## src/rtl/rename_pkg.sv

```systemverilog
`default_nettype none

package rename_pkg;

  localparam int DISP_SIZE    = 2;
  localparam int TGT_BUS_SIZE = 2;
  localparam int LREG_W       = 5;
  localparam int RNID_SIZE    = 64;
  localparam int RNID_W       = 6;
  localparam int INST_W       = 32;

  // Format bit values, same position in both views
  localparam logic FMT_R = 1'b0;
  localparam logic FMT_I = 1'b1;

  typedef struct packed {
    logic              fmt;
    logic              wr_rd;
    logic [LREG_W-1:0] rd;
    logic [LREG_W-1:0] rs1;
    logic [LREG_W-1:0] rs2;
    logic [INST_W-2-3*LREG_W-1:0] op;    // Opcode bits, not decoded here
  } inst_r_t;

  typedef struct packed {
    logic              fmt;
    logic              wr_rd;
    logic [LREG_W-1:0] rd;
    logic [LREG_W-1:0] rs1;
    logic [INST_W-2-2*LREG_W-1:0] imm;
  } inst_i_t;

  // One instruction word, two views
  typedef union packed {
    inst_r_t r;
    inst_i_t i;
  } inst_t;

endpackage

`default_nettype wire

```

## src/rtl/select_latest.sv

```systemverilog
`default_nettype none

module select_latest #(
  parameter int SEL_WIDTH = 2,
  parameter int KEY_WIDTH = 6
) (
  input  logic [KEY_WIDTH-1:0] i_cmp_key,
  input  logic [SEL_WIDTH-1:0] i_valid,
  input  logic [KEY_WIDTH-1:0] i_keys [SEL_WIDTH],
  input  logic [SEL_WIDTH-1:0] i_data,
  output logic                 o_valid,
  output logic                 o_data
);

  // Scan upward so the highest matching index wins
  always_comb begin
    o_valid = 1'b0;
    o_data  = 1'b0;
    for (int k = 0; k < SEL_WIDTH; k++) begin
      if (i_valid[k] && (i_keys[k] == i_cmp_key)) begin
        o_valid = 1'b1;
        o_data  = i_data[k];
      end
    end
  end

endmodule

`default_nettype wire

```

## src/rtl/rename_ctrl.sv

```systemverilog
`default_nettype none

module rename_ctrl #(
  parameter int DISP_SIZE = rename_pkg::DISP_SIZE
) (
  input  logic [DISP_SIZE-1:0]          i_disp_valid,
  input  rename_pkg::inst_t             i_disp_inst [DISP_SIZE],
  input  logic [rename_pkg::RNID_W-1:0] i_free_count,
  output logic                          o_stall,
  output logic                          o_fire,
  output logic [DISP_SIZE-1:0]          o_alloc_req,
  output logic [rename_pkg::LREG_W-1:0] o_rd_lreg [DISP_SIZE],
  output logic [rename_pkg::LREG_W-1:0] o_rs_lreg [DISP_SIZE*2],
  output logic [DISP_SIZE*2-1:0]        o_src_used
);

  import rename_pkg::*;

  logic [DISP_SIZE-1:0] w_wr_rd;
  logic [DISP_SIZE-1:0] w_rs2_used;
  logic [RNID_W-1:0]    w_need_cnt;

  // Format bit picks the union view
  always_comb begin
    for (int d = 0; d < DISP_SIZE; d++) begin
      w_wr_rd[d]        = 1'b0;
      w_rs2_used[d]     = 1'b0;
      o_rd_lreg[d]      = '0;
      o_rs_lreg[2*d]    = '0;
      o_rs_lreg[2*d+1]  = '0;
      case (i_disp_inst[d].r.fmt)
        FMT_R: begin
          w_wr_rd[d]       = i_disp_inst[d].r.wr_rd;
          o_rd_lreg[d]     = i_disp_inst[d].r.rd;
          o_rs_lreg[2*d]   = i_disp_inst[d].r.rs1;
          o_rs_lreg[2*d+1] = i_disp_inst[d].r.rs2;
          w_rs2_used[d]    = 1'b1;
        end
        FMT_I: begin
          w_wr_rd[d]       = i_disp_inst[d].i.wr_rd;
          o_rd_lreg[d]     = i_disp_inst[d].i.rd;
          o_rs_lreg[2*d]   = i_disp_inst[d].i.rs1;
        end
      endcase
    end
  end

  always_comb begin
    w_need_cnt = '0;
    for (int d = 0; d < DISP_SIZE; d++) begin
      // x0 as destination needs no register
      o_alloc_req[d] = i_disp_valid[d] & w_wr_rd[d] & (o_rd_lreg[d] != '0);
      o_src_used[2*d]   = (o_rs_lreg[2*d] != '0);
      o_src_used[2*d+1] = w_rs2_used[d] & (o_rs_lreg[2*d+1] != '0);
      if (o_alloc_req[d]) begin
        w_need_cnt = w_need_cnt + 1'b1;
      end
    end
  end

  assign o_stall = (w_need_cnt > i_free_count);
  assign o_fire  = (|i_disp_valid) & ~o_stall;   // Single accept for all blocks

endmodule

`default_nettype wire

```

## src/rtl/rename_map.sv

```systemverilog
`default_nettype none

module rename_map #(
  parameter int DISP_SIZE = rename_pkg::DISP_SIZE
) (
  input  logic                          i_clk,
  input  logic                          i_reset_n,
  input  logic                          i_fire,
  input  logic [DISP_SIZE-1:0]          i_alloc_req,
  input  logic [rename_pkg::LREG_W-1:0] i_rd_lreg [DISP_SIZE],
  input  logic [rename_pkg::LREG_W-1:0] i_rs_lreg [DISP_SIZE*2],
  input  logic [rename_pkg::RNID_W-1:0] i_alloc_rnid [DISP_SIZE],
  output logic [rename_pkg::RNID_W-1:0] o_rs_rnid [DISP_SIZE*2],
  output logic [rename_pkg::RNID_W-1:0] o_old_rnid [DISP_SIZE]
);

  import rename_pkg::*;

  localparam int LREG_NUM = 2**LREG_W;

  logic [RNID_W-1:0] r_map [LREG_NUM];

  // Table read, then override with earlier slots of the group
  always_comb begin
    for (int d = 0; d < DISP_SIZE; d++) begin
      o_old_rnid[d]    = r_map[i_rd_lreg[d]];
      o_rs_rnid[2*d]   = r_map[i_rs_lreg[2*d]];
      o_rs_rnid[2*d+1] = r_map[i_rs_lreg[2*d+1]];
      for (int p = 0; p < d; p++) begin
        if (i_alloc_req[p]) begin
          if (i_rd_lreg[p] == i_rd_lreg[d]) begin
            o_old_rnid[d] = i_alloc_rnid[p];   // Second write to same rd
          end
          for (int s = 0; s < 2; s++) begin
            if (i_rd_lreg[p] == i_rs_lreg[2*d+s]) begin
              o_rs_rnid[2*d+s] = i_alloc_rnid[p];
            end
          end
        end
      end
    end
  end

  always_ff @(posedge i_clk or negedge i_reset_n) begin
    if (!i_reset_n) begin
      for (int l = 0; l < LREG_NUM; l++) begin
        r_map[l] <= RNID_W'(l);    // Identity mapping
      end
    end else if (i_fire) begin
      // Slot order, last write wins
      for (int d = 0; d < DISP_SIZE; d++) begin
        if (i_alloc_req[d]) begin
          r_map[i_rd_lreg[d]] <= i_alloc_rnid[d];
        end
      end
    end
  end

endmodule

`default_nettype wire

```

## src/rtl/free_list.sv

```systemverilog
`default_nettype none

module free_list #(
  parameter int DISP_SIZE = rename_pkg::DISP_SIZE,
  parameter int RNID_SIZE = rename_pkg::RNID_SIZE
) (
  input  logic                          i_clk,
  input  logic                          i_reset_n,
  input  logic                          i_fire,
  input  logic [DISP_SIZE-1:0]          i_alloc_req,
  input  logic [DISP_SIZE-1:0]          i_free_valid,
  input  logic [rename_pkg::RNID_W-1:0] i_free_rnid [DISP_SIZE],
  output logic [rename_pkg::RNID_W-1:0] o_alloc_rnid [DISP_SIZE],
  output logic [rename_pkg::RNID_W-1:0] o_free_count
);

  import rename_pkg::*;

  localparam int LREG_NUM  = 2**LREG_W;
  localparam int FREE_SIZE = RNID_SIZE - LREG_NUM;
  localparam int PTR_W     = $clog2(FREE_SIZE);

  logic [RNID_W-1:0] r_queue [FREE_SIZE];
  logic [PTR_W-1:0]  r_head;
  logic [PTR_W-1:0]  r_tail;
  logic [RNID_W-1:0] r_count;

  logic [RNID_W-1:0] w_pop_cnt;
  logic [RNID_W-1:0] w_push_cnt;
  logic [PTR_W-1:0]  w_push_ptr [DISP_SIZE];

  // Requesting slots take consecutive entries from the head
  always_comb begin
    int pop_ofs;
    int push_ofs;
    pop_ofs  = 0;
    push_ofs = 0;
    for (int d = 0; d < DISP_SIZE; d++) begin
      o_alloc_rnid[d] = r_queue[r_head + PTR_W'(pop_ofs)];
      w_push_ptr[d]   = r_tail + PTR_W'(push_ofs);
      if (i_alloc_req[d]) begin
        pop_ofs = pop_ofs + 1;
      end
      if (i_free_valid[d]) begin
        push_ofs = push_ofs + 1;
      end
    end
    w_pop_cnt  = i_fire ? RNID_W'(pop_ofs) : '0;
    w_push_cnt = RNID_W'(push_ofs);
  end

  always_ff @(posedge i_clk or negedge i_reset_n) begin
    if (!i_reset_n) begin
      for (int e = 0; e < FREE_SIZE; e++) begin
        r_queue[e] <= RNID_W'(LREG_NUM + e);
      end
      r_head  <= '0;
      r_tail  <= '0;    // Full queue, tail wrapped onto head
      r_count <= RNID_W'(FREE_SIZE);
    end else begin
      for (int d = 0; d < DISP_SIZE; d++) begin
        if (i_free_valid[d]) begin
          r_queue[w_push_ptr[d]] <= i_free_rnid[d];
        end
      end
      r_head  <= r_head + PTR_W'(w_pop_cnt);
      r_tail  <= r_tail + PTR_W'(w_push_cnt);
      r_count <= r_count + w_push_cnt - w_pop_cnt;
    end
  end

  assign o_free_count = r_count;

endmodule

`default_nettype wire

```

## src/rtl/inflight_list.sv

```systemverilog
`default_nettype none

module inflight_list #(
  parameter int DISP_SIZE    = rename_pkg::DISP_SIZE,
  parameter int TGT_BUS_SIZE = rename_pkg::TGT_BUS_SIZE,
  parameter int RNID_SIZE    = rename_pkg::RNID_SIZE
) (
  input  logic                          i_clk,
  input  logic                          i_reset_n,
  input  logic [rename_pkg::RNID_W-1:0] i_rnid [DISP_SIZE*2],
  input  logic [DISP_SIZE*2-1:0]        i_src_used,
  input  logic [DISP_SIZE-1:0]          i_alloc_valid,
  input  logic [rename_pkg::RNID_W-1:0] i_alloc_rnid [DISP_SIZE],
  input  logic [TGT_BUS_SIZE-1:0]       i_wb_valid,
  input  logic [rename_pkg::RNID_W-1:0] i_wb_rnid [TGT_BUS_SIZE],
  output logic [DISP_SIZE*2-1:0]        o_ready
);

  logic [RNID_SIZE-1:0] r_ready;
  logic [RNID_SIZE-1:0] w_set;
  logic [RNID_SIZE-1:0] w_clr;

  always_comb begin
    w_set = '0;
    w_clr = '0;
    for (int b = 0; b < TGT_BUS_SIZE; b++) begin
      if (i_wb_valid[b]) begin
        w_set[i_wb_rnid[b]] = 1'b1;
      end
    end
    for (int d = 0; d < DISP_SIZE; d++) begin
      if (i_alloc_valid[d]) begin
        w_clr[i_alloc_rnid[d]] = 1'b1;
      end
    end
  end

  // Clear beats set; bit 0 stays ready
  always_ff @(posedge i_clk or negedge i_reset_n) begin
    if (!i_reset_n) begin
      r_ready <= '1;
    end else begin
      r_ready <= ((r_ready | w_set) & ~w_clr) | RNID_SIZE'(1);
    end
  end

  for (genvar s = 0; s < DISP_SIZE*2; s++) begin : g_src
    logic w_alloc_hit;
    logic w_alloc_data;
    logic w_wb_hit;
    logic w_wb_data;

    // New allocation in this group, not ready yet
    select_latest #(
      .SEL_WIDTH(DISP_SIZE),
      .KEY_WIDTH(rename_pkg::RNID_W)
    ) u_sel_alloc (
      .i_cmp_key(i_rnid[s]),
      .i_valid  (i_alloc_valid),
      .i_keys   (i_alloc_rnid),
      .i_data   ('0),
      .o_valid  (w_alloc_hit),
      .o_data   (w_alloc_data)
    );

    // Writeback bus this cycle
    select_latest #(
      .SEL_WIDTH(TGT_BUS_SIZE),
      .KEY_WIDTH(rename_pkg::RNID_W)
    ) u_sel_wb (
      .i_cmp_key(i_rnid[s]),
      .i_valid  (i_wb_valid),
      .i_keys   (i_wb_rnid),
      .i_data   ('1),
      .o_valid  (w_wb_hit),
      .o_data   (w_wb_data)
    );

    assign o_ready[s] = !i_src_used[s]    ? 1'b1 :
                        (i_rnid[s] == '0) ? 1'b1 :
                        w_wb_hit          ? w_wb_data :
                        w_alloc_hit       ? w_alloc_data :
                        r_ready[i_rnid[s]];
  end

endmodule

`default_nettype wire

```

## src/rtl/rename_top.sv

```systemverilog
`default_nettype none

module rename_top #(
  parameter int DISP_SIZE    = rename_pkg::DISP_SIZE,
  parameter int TGT_BUS_SIZE = rename_pkg::TGT_BUS_SIZE,
  parameter int RNID_SIZE    = rename_pkg::RNID_SIZE
) (
  input  logic                          i_clk,
  input  logic                          i_reset_n,
  input  logic [DISP_SIZE-1:0]          i_disp_valid,
  input  rename_pkg::inst_t             i_disp_inst [DISP_SIZE],
  input  logic [TGT_BUS_SIZE-1:0]       i_wb_valid,
  input  logic [rename_pkg::RNID_W-1:0] i_wb_rnid [TGT_BUS_SIZE],
  input  logic [DISP_SIZE-1:0]          i_free_valid,
  input  logic [rename_pkg::RNID_W-1:0] i_free_rnid [DISP_SIZE],
  output logic                          o_stall,
  output logic [rename_pkg::RNID_W-1:0] o_rs_rnid [DISP_SIZE*2],
  output logic [DISP_SIZE*2-1:0]        o_rs_ready,
  output logic [rename_pkg::RNID_W-1:0] o_rd_rnid [DISP_SIZE],
  output logic [rename_pkg::RNID_W-1:0] o_old_rnid [DISP_SIZE]
);

  import rename_pkg::*;

  logic                 w_fire;
  logic [DISP_SIZE-1:0] w_alloc_req;
  logic [DISP_SIZE-1:0] w_alloc_fired;
  logic [LREG_W-1:0]    w_rd_lreg [DISP_SIZE];
  logic [LREG_W-1:0]    w_rs_lreg [DISP_SIZE*2];
  logic [DISP_SIZE*2-1:0] w_src_used;
  logic [RNID_W-1:0]    w_free_count;

  assign w_alloc_fired = w_alloc_req & {DISP_SIZE{w_fire}};  // Only accepted groups

  rename_ctrl #(
    .DISP_SIZE(DISP_SIZE)
  ) u_ctrl (
    .i_disp_valid(i_disp_valid),
    .i_disp_inst (i_disp_inst),
    .i_free_count(w_free_count),
    .o_stall     (o_stall),
    .o_fire      (w_fire),
    .o_alloc_req (w_alloc_req),
    .o_rd_lreg   (w_rd_lreg),
    .o_rs_lreg   (w_rs_lreg),
    .o_src_used  (w_src_used)
  );

  rename_map #(
    .DISP_SIZE(DISP_SIZE)
  ) u_map (
    .i_clk       (i_clk),
    .i_reset_n   (i_reset_n),
    .i_fire      (w_fire),
    .i_alloc_req (w_alloc_req),
    .i_rd_lreg   (w_rd_lreg),
    .i_rs_lreg   (w_rs_lreg),
    .i_alloc_rnid(o_rd_rnid),
    .o_rs_rnid   (o_rs_rnid),
    .o_old_rnid  (o_old_rnid)
  );

  free_list #(
    .DISP_SIZE(DISP_SIZE),
    .RNID_SIZE(RNID_SIZE)
  ) u_free (
    .i_clk       (i_clk),
    .i_reset_n   (i_reset_n),
    .i_fire      (w_fire),
    .i_alloc_req (w_alloc_req),
    .i_free_valid(i_free_valid),
    .i_free_rnid (i_free_rnid),
    .o_alloc_rnid(o_rd_rnid),
    .o_free_count(w_free_count)
  );

  inflight_list #(
    .DISP_SIZE   (DISP_SIZE),
    .TGT_BUS_SIZE(TGT_BUS_SIZE),
    .RNID_SIZE   (RNID_SIZE)
  ) u_inflight (
    .i_clk        (i_clk),
    .i_reset_n    (i_reset_n),
    .i_rnid       (o_rs_rnid),
    .i_src_used   (w_src_used),
    .i_alloc_valid(w_alloc_fired),
    .i_alloc_rnid (o_rd_rnid),
    .i_wb_valid   (i_wb_valid),
    .i_wb_rnid    (i_wb_rnid),
    .o_ready      (o_rs_ready)
  );

endmodule

`default_nettype wire

```

## config.mk

```make
export PLATFORM = sky130hd
export DESIGN_NAME = rename_top
export DESIGN_NICKNAME = d
export VERILOG_FILES = /design/src/rtl/rename_pkg.sv /design/src/rtl/select_latest.sv /design/src/rtl/rename_ctrl.sv /design/src/rtl/rename_map.sv /design/src/rtl/free_list.sv /design/src/rtl/inflight_list.sv /design/src/rtl/rename_top.sv
export SDC_FILE = /design/constraint.sdc
export NUM_CORES = 2
export LEC_CHECK = 0
export BUFFER_PORTS_ARGS = -buffer_cell sky130_fd_sc_hd__buf_2
export CAP_MARGIN = 20
export CORE_MARGIN = 1.5
export CORE_UTILIZATION = 35
export DETAILED_ROUTE_END_ITERATION = 10
export GPL_TIMING_DRIVEN = 0
export HOLD_SLACK_MARGIN = 0.05
export SLEW_MARGIN = 20
export SYNTH_ARGS = -nofsm -noshare
export SYNTH_HDL_FRONTEND = slang
export SYNTH_HIERARCHICAL = 1
export SYNTH_SLANG_ARGS = --single-unit
export TNS_END_PERCENT = 5
```

## constraint.sdc

```tcl
create_clock -name i_clk -period 16.8 [get_ports i_clk]
set_clock_uncertainty 0.05 [all_clocks]
set_input_delay 1.68 -clock i_clk [delete_from_list [all_inputs] [get_ports i_clk]]
set_output_delay 1.68 -clock i_clk [all_outputs]
set_load 0.01 [all_outputs]
```

# Word level (Yosys, flattened, before mapping)
# Index checks and enable logic that the tools add are counted.
dict set report word_totals {
  output_inout_bits 53
  wordCells 291
  ramBits 0
  latchBits 0
  rom_bits 0
  reg_bits 463
  mem_count 0
}
dict set report op_classes {
  eq_ne 19
  magnitude_cmp 27
  bitwise_logic 24
  muxes 109
  addsub 9
  reduce_logical 35
  shifts 0
  n_div 0
  mul 0
}
# cell count
set op_table {}
lappend op_table {{2-to-1 mux 192 bit} 5}
lappend op_table {{bitwise mux 192 bit} 4}
lappend op_table {{2-to-1 mux 64 bit} 4}
lappend op_table {{binary-select mux 6 bit (select 5 bit)} 8}
lappend op_table {{OR 64 bit} 3}
lappend op_table {{2-to-1 mux 6 bit} 28}
lappend op_table {{demux 6 bit (select 5 bit)} 4}
lappend op_table {{equality test 6 bit} 16}
lappend op_table {{AND 64 bit} 1}
lappend op_table {{NOT 64 bit} 1}
lappend op_table {{>= comparator 6 bit (second input constant)} 10}
lappend op_table {{NOT 5 -> 6 bit} 10}
lappend op_table {{less-than comparator 6 x 7 -> 1 bit (second input constant)} 8}
lappend op_table {{2-to-1 mux 1 bit} 45}
lappend op_table {{nonzero test 5 bit} 6}
lappend op_table {{binary-select mux 1 bit (select 6 bit)} 4}
lappend op_table {{demux 1 bit (select 6 bit)} 4}
lappend op_table {{>= comparator 6 x 1 -> 1 bit (second input constant)} 4}
lappend op_table {{logical AND 1 bit} 24}
lappend op_table {{logical NOT 6 bit} 4}
lappend op_table {{less-than comparator 6 x 1 -> 1 bit (second input constant)} 4}
lappend op_table {{equality test 5 bit} 3}
lappend op_table {{2-to-1 mux 12 bit} 1}
lappend op_table {{adder 5 x 1 -> 5 bit} 2}
lappend op_table {{other kinds (10)} 20}

# Logic depth before layout (Yosys ltp)
dict set report depth {
  ltp_word 16
  mapped_depth 20
}

# Modules after synthesis
# The synthesis kept the hierarchy.
# mod area_each_um2 cells_each n_inst
set modules_own_cells {}
lappend modules_own_cells {rename_map 18292.5 1692 1}
lappend modules_own_cells {free_list 14137.3 1193 1}
lappend modules_own_cells {inflight_list 5815.6 546 1}
lappend modules_own_cells {select_latest 163.9 22 8}
lappend modules_own_cells {rename_ctrl 380.4 55 1}
lappend modules_own_cells {rename_top 12.5 2 1}

# Least setup slack after synthesis
# No wires, ideal clock.
dict set report synth_path {
  path_type {input -> output}
  start {input port i_disp_inst[58] in the netlist's numbering}
  end {output port o_rs_ready[3]}
  n_path_buf 3
  cell_stages 18
  arrival_time_ns 6.404
  setup_slack_ns 8.666
  cell_sequence {or3_1 -> o311a_1 -> ha_1 -> ha_1 -> buf_4 -> buf_2 -> buf_2 -> mux4_2 -> mux2i_1 -> a221oi_1 -> xnor2_1 -> nand4_1 -> or3_1 -> nand2_1 -> nor2_1 -> a31oi_1 -> a41oi_1 -> a31o_1}
}
# element line
set synth_rtl {}
lappend synth_rtl {{start: declaration} rename_top.sv:11} ;# input rename_pkg::inst_t i_disp_inst [DISP_SIZE],
lappend synth_rtl {{end: declaration} rename_top.sv:18} ;# output logic [DISP_SIZE*2-1:0] o_rs_ready,

# Final worst setup path
dict set report layout_path {
  start {register u_free.r_head[1]}
  end {output port o_rs_ready[2]}
}
dict set report layout_between {
  elab_chain_cells 14
}
# element line
set layout_rtl {}
lappend layout_rtl {{start: declaration} free_list.sv:24} ;# logic [PTR_W-1:0] r_head;
lappend layout_rtl {{start signal: assignment} free_list.sv:66} ;# r_head <= r_head + PTR_W'(w_pop_cnt);
lappend layout_rtl {{parallel branches: the longest is 12 deep, another holds 2-to-1 mux 12 bit} n/a}
lappend layout_rtl {{2-to-1 mux 1 bit (*)} inflight_list.sv:80} ;# (i_rnid[s] == '0) ? 1'b1 :
lappend layout_rtl {{2-to-1 mux 1 bit (*)} inflight_list.sv:79} ;# assign o_ready[s] = !i_src_used[s] ? 1'b1 :
# Mark *: on every way between the ends. The select of a mux whose other input is x is not followed.

==> reports/qor.yml <==
crit_required_ps: 15070
yosys.cell_types.count: 87
dieArea_sq_um: 116000
cts_tree: "yes"
path_class: "flip-flop to primary output"
final_common_cell: "mux4_2"
synth_top_area_cell: "mux4_2"
p_sw_uw: 5570
ys.flop_type: "dfstp_2"
cp.arrival_ps: 8160
grt_use_met2_pct: 50.9
placement.cell_area_sq_um: 43300
hold_viol_final: 0
cp_slowest_cell: "buf_1"
ys_seq_area_share_pct: 29.8
ff2ff_path_depth: 10
rsz0062_at_grt: "no"
ir_worst_vdd_uv: 140
htree_levels: 2
grtUsageMet3_pct: 9.85
startpoint: "u_free/r_head[1]$_DFF_PN0_"
hpwl_microns: 157000
dieHeight_microns: 341
power.internal_uw: 5270
track_usage_pct: 35.2
min_to: "u_free/o_free_count[0]$_DFF_PN0_"
areaGrowthSynthToFinish_pct: 13.6
power.total_uw: 10800
min_period_ps: 9890
vias: 38200
io_buffers: 118
syn_area_per_cell_sq_um: 10.9
synth_cells: 3664
worst_pin_slew_ps: 1240
ys.warnings.count: 6
hp-class: "flip-flop to flip-flop"
syn_area_sq_um: 39900
synth-edff-count: 0
cts.sinks: 463
die_w_microns: 341
ctsResizeCount: 0
report.final.setup_viol: 0
clkTransAtPathRegs_ps: 60
viasPerCell: 7.02
post_cts_buffers: 0
crit_fanout: 10
wl_per_cell_microns: 38.5
nNetsFinal: 4009
startpoint_type: "flip-flop"
seq_power_share_pct: 26.3
clockRootBuffer: "clkbuf_16"
final_cell_mix: "416 x mux4_2, 311 x nor2_1, 281 x a21oi_1"
numCtsBuffers: 57
cp_common_cell: "buf_2"
std_cell_rows: 123
holdPathStages: 1
drive_above_1_share_pct: 35.0
gr-total-overflow: 0
end_kind: "primary output"
io_pins: 149
coreArea_sq_um: 113000
clock_latency_ps: 720
clk_path_buf_depth: 3
final_antenna_net_count: 0
ys_async_sr_fraction_pct: 100
post-route-period-util_pct: 58.8
grt_max_degree: 90
drt-initial-drc-count: 6172
ys_seq_elements: 463
fmax_mhz: 101
rrSetupSlack_ps: 11620
hold_buffers: 0
clockPowerShare_pct: 12.6
slowest_delay_ps: 800
powerDensity_nw_per_um2: 239
dr.pass1.iters: 6
start_util_pct: 35.4
drt-total-wl_microns: 210000
slew_viol_final: 0
design_area_sq_um: 45400
synth_top_area_share_pct: 23.5
busiest_layer: "met2"
tns_ps: 0
grt_pass1_vias: 35400
synthTopCellsByArea: "mux4_2 23%, dfstp_2 17%, dfrtp_1 13%"
max_slew_margin_pct: 17.4
crit_chain: "buf_2, buf_2, buf_1, mux4_2, mux2i_1, o221ai_2, buf_6, buf_1, clkbuf_2, nor2_1, a21oi_1, buf_4, buf_2, mux4_2, mux2i_1, nand4b_1, nand4_1, o21ai_0, buf_2"
timing.final.ws_setup_ps: 6910
worstHoldStart: "u_free/o_free_count[0]$_DFF_PN0_"
drc: 0
gp_congestion: 1.05
grtUsageMet1_pct: 47.2
drv_cap: 0
outcome: "complete, no violations"
r2r_end: "u_map/r_map[99]$_DFFE_PN1P_"
pre_cts_ws_ps: 7330
p_leak_uw: 0.0169
antenna_found_initial: 12
reg2reg_from: "u_free/r_head[1]$_DFF_PN0_"
combinationalPowerShare_pct: 61.1
grt_pass1_wl_microns: 289000
switching_share_pct: 51.4
## area by class of cell
| class | instances | area, sq um |
|---|---|---|
| repair buffers | 153 | 1130 |
| fillers | 10900 | 67400 |
| clock buffers | 74 | 1610 |
| inverters | 45 | 169 |
| multi-input cells | 2822 | 26600 |
| diodes | 6 | 15.0 |
| clock inverters | 34 | 472 |
| plain buffers | 348 | 1620 |
| well taps | 1500 | 1880 |
| flip-flops and latches | 463 | 11900 |
## metrics by stage
step                      util, %  hold slack [ps]  instances
after CTS                    40.2              467       5437
final                        40.2              461       5445
after floorplan                 -              435       3678
after global placement       37.6              454       5296
after global routing         40.2              499       5440
after detailed placement     38.4              454       5329
## synth_stat cells (all sizes together), types with 12 or more instances
cell,count
mux2i,203
o22ai,204
nand2b,15
ha,19
a21boi,33
nand2,210
nor3b,27
nand4,36
mux2,249
and3,21
dfstp,256
and2,18
o21ai,38
clkbuf,202
a221oi,137
nor2,338
or3,12
nor4,23
nor2b,25
nand3,77
buf,146
a22o,21
mux4,432
inv,43
and3b,22
a31oi,14
nor3,44
o221ai,12
xnor2,77
a22oi,55
xor2,47
a21oi,282
dfrtp,207
## how the worst max path moves through the flow
stage / slack [ps] / endpoint / depth (start not counted)
final: 6910 / o_rs_ready[2] / 19
after global routing: 6820 / o_rs_ready[2] / 19
after CTS: 7160 / o_rs_ready[2] / 19
after detailed placement: 7330 / o_rs_ready[3] / 19
after global placement: 4050 / u_free/r_queue[109]$_DFF_PN0_ / 1
after floorplan: 8670 / o_rs_ready[3] / 18
## critical path, delay by kind of cell (launching register included)
family                 cells  cell delay [ps]
AND/OR/NAND/NOR            3              370
AO/OA/AOI/OAI              3             1350
buffers and inverters      9             3750
flip-flops                 1              450
multiplexers               4             1500
## per-layer routing
layer,part of all wire (%),vias to the layer above
met4,7.2,8
met3,13,657
met1,38,19400
li1,-,15000
met2,42,3183
met5,0.029,-
## state kept, by name (all words and copies together), names as in the netlist
register             cells
u_free/r_tail            5
u_free/r_queue         192
u_map/r_map            192
u_free/r_head            5
u_free/o_free_count      6
u_inflight/r_ready      63
## cells by family (layout without fill, tap and decap cells)
| family | Yosys count | count (layout) | synth area share [%] |
|---|---|---|---|
| xor gates and xnor gates | 124 | 124 | 2.74 |
| muxes | 884 | 884 | 36.6 |
| and+or+nand+nor | 903 | 903 | 11.0 |
| adders and majority gates | 23 | 23 | 0.796 |
| other | 2 | 22 | 0.0188 |
| DFF | 463 | 463 | 29.8 |
| buffers and inverters | 393 | 654 | 4.46 |
| AOI/OAI and AO/OA | 872 | 872 | 14.5 |
## power groups by stage
stage	clock network, uW	logic (uW)	registers (uW)
3_3_place_gp	0	6090	2750
2_1_floorplan	0	3870	2270
4_1_cts	1380	6390	2750
5_1_grt	1420	6780	2860
6_report	1360	6630	2850
3_5_place_dp	0	6370	2760
(Power assumes the default switching activity.)
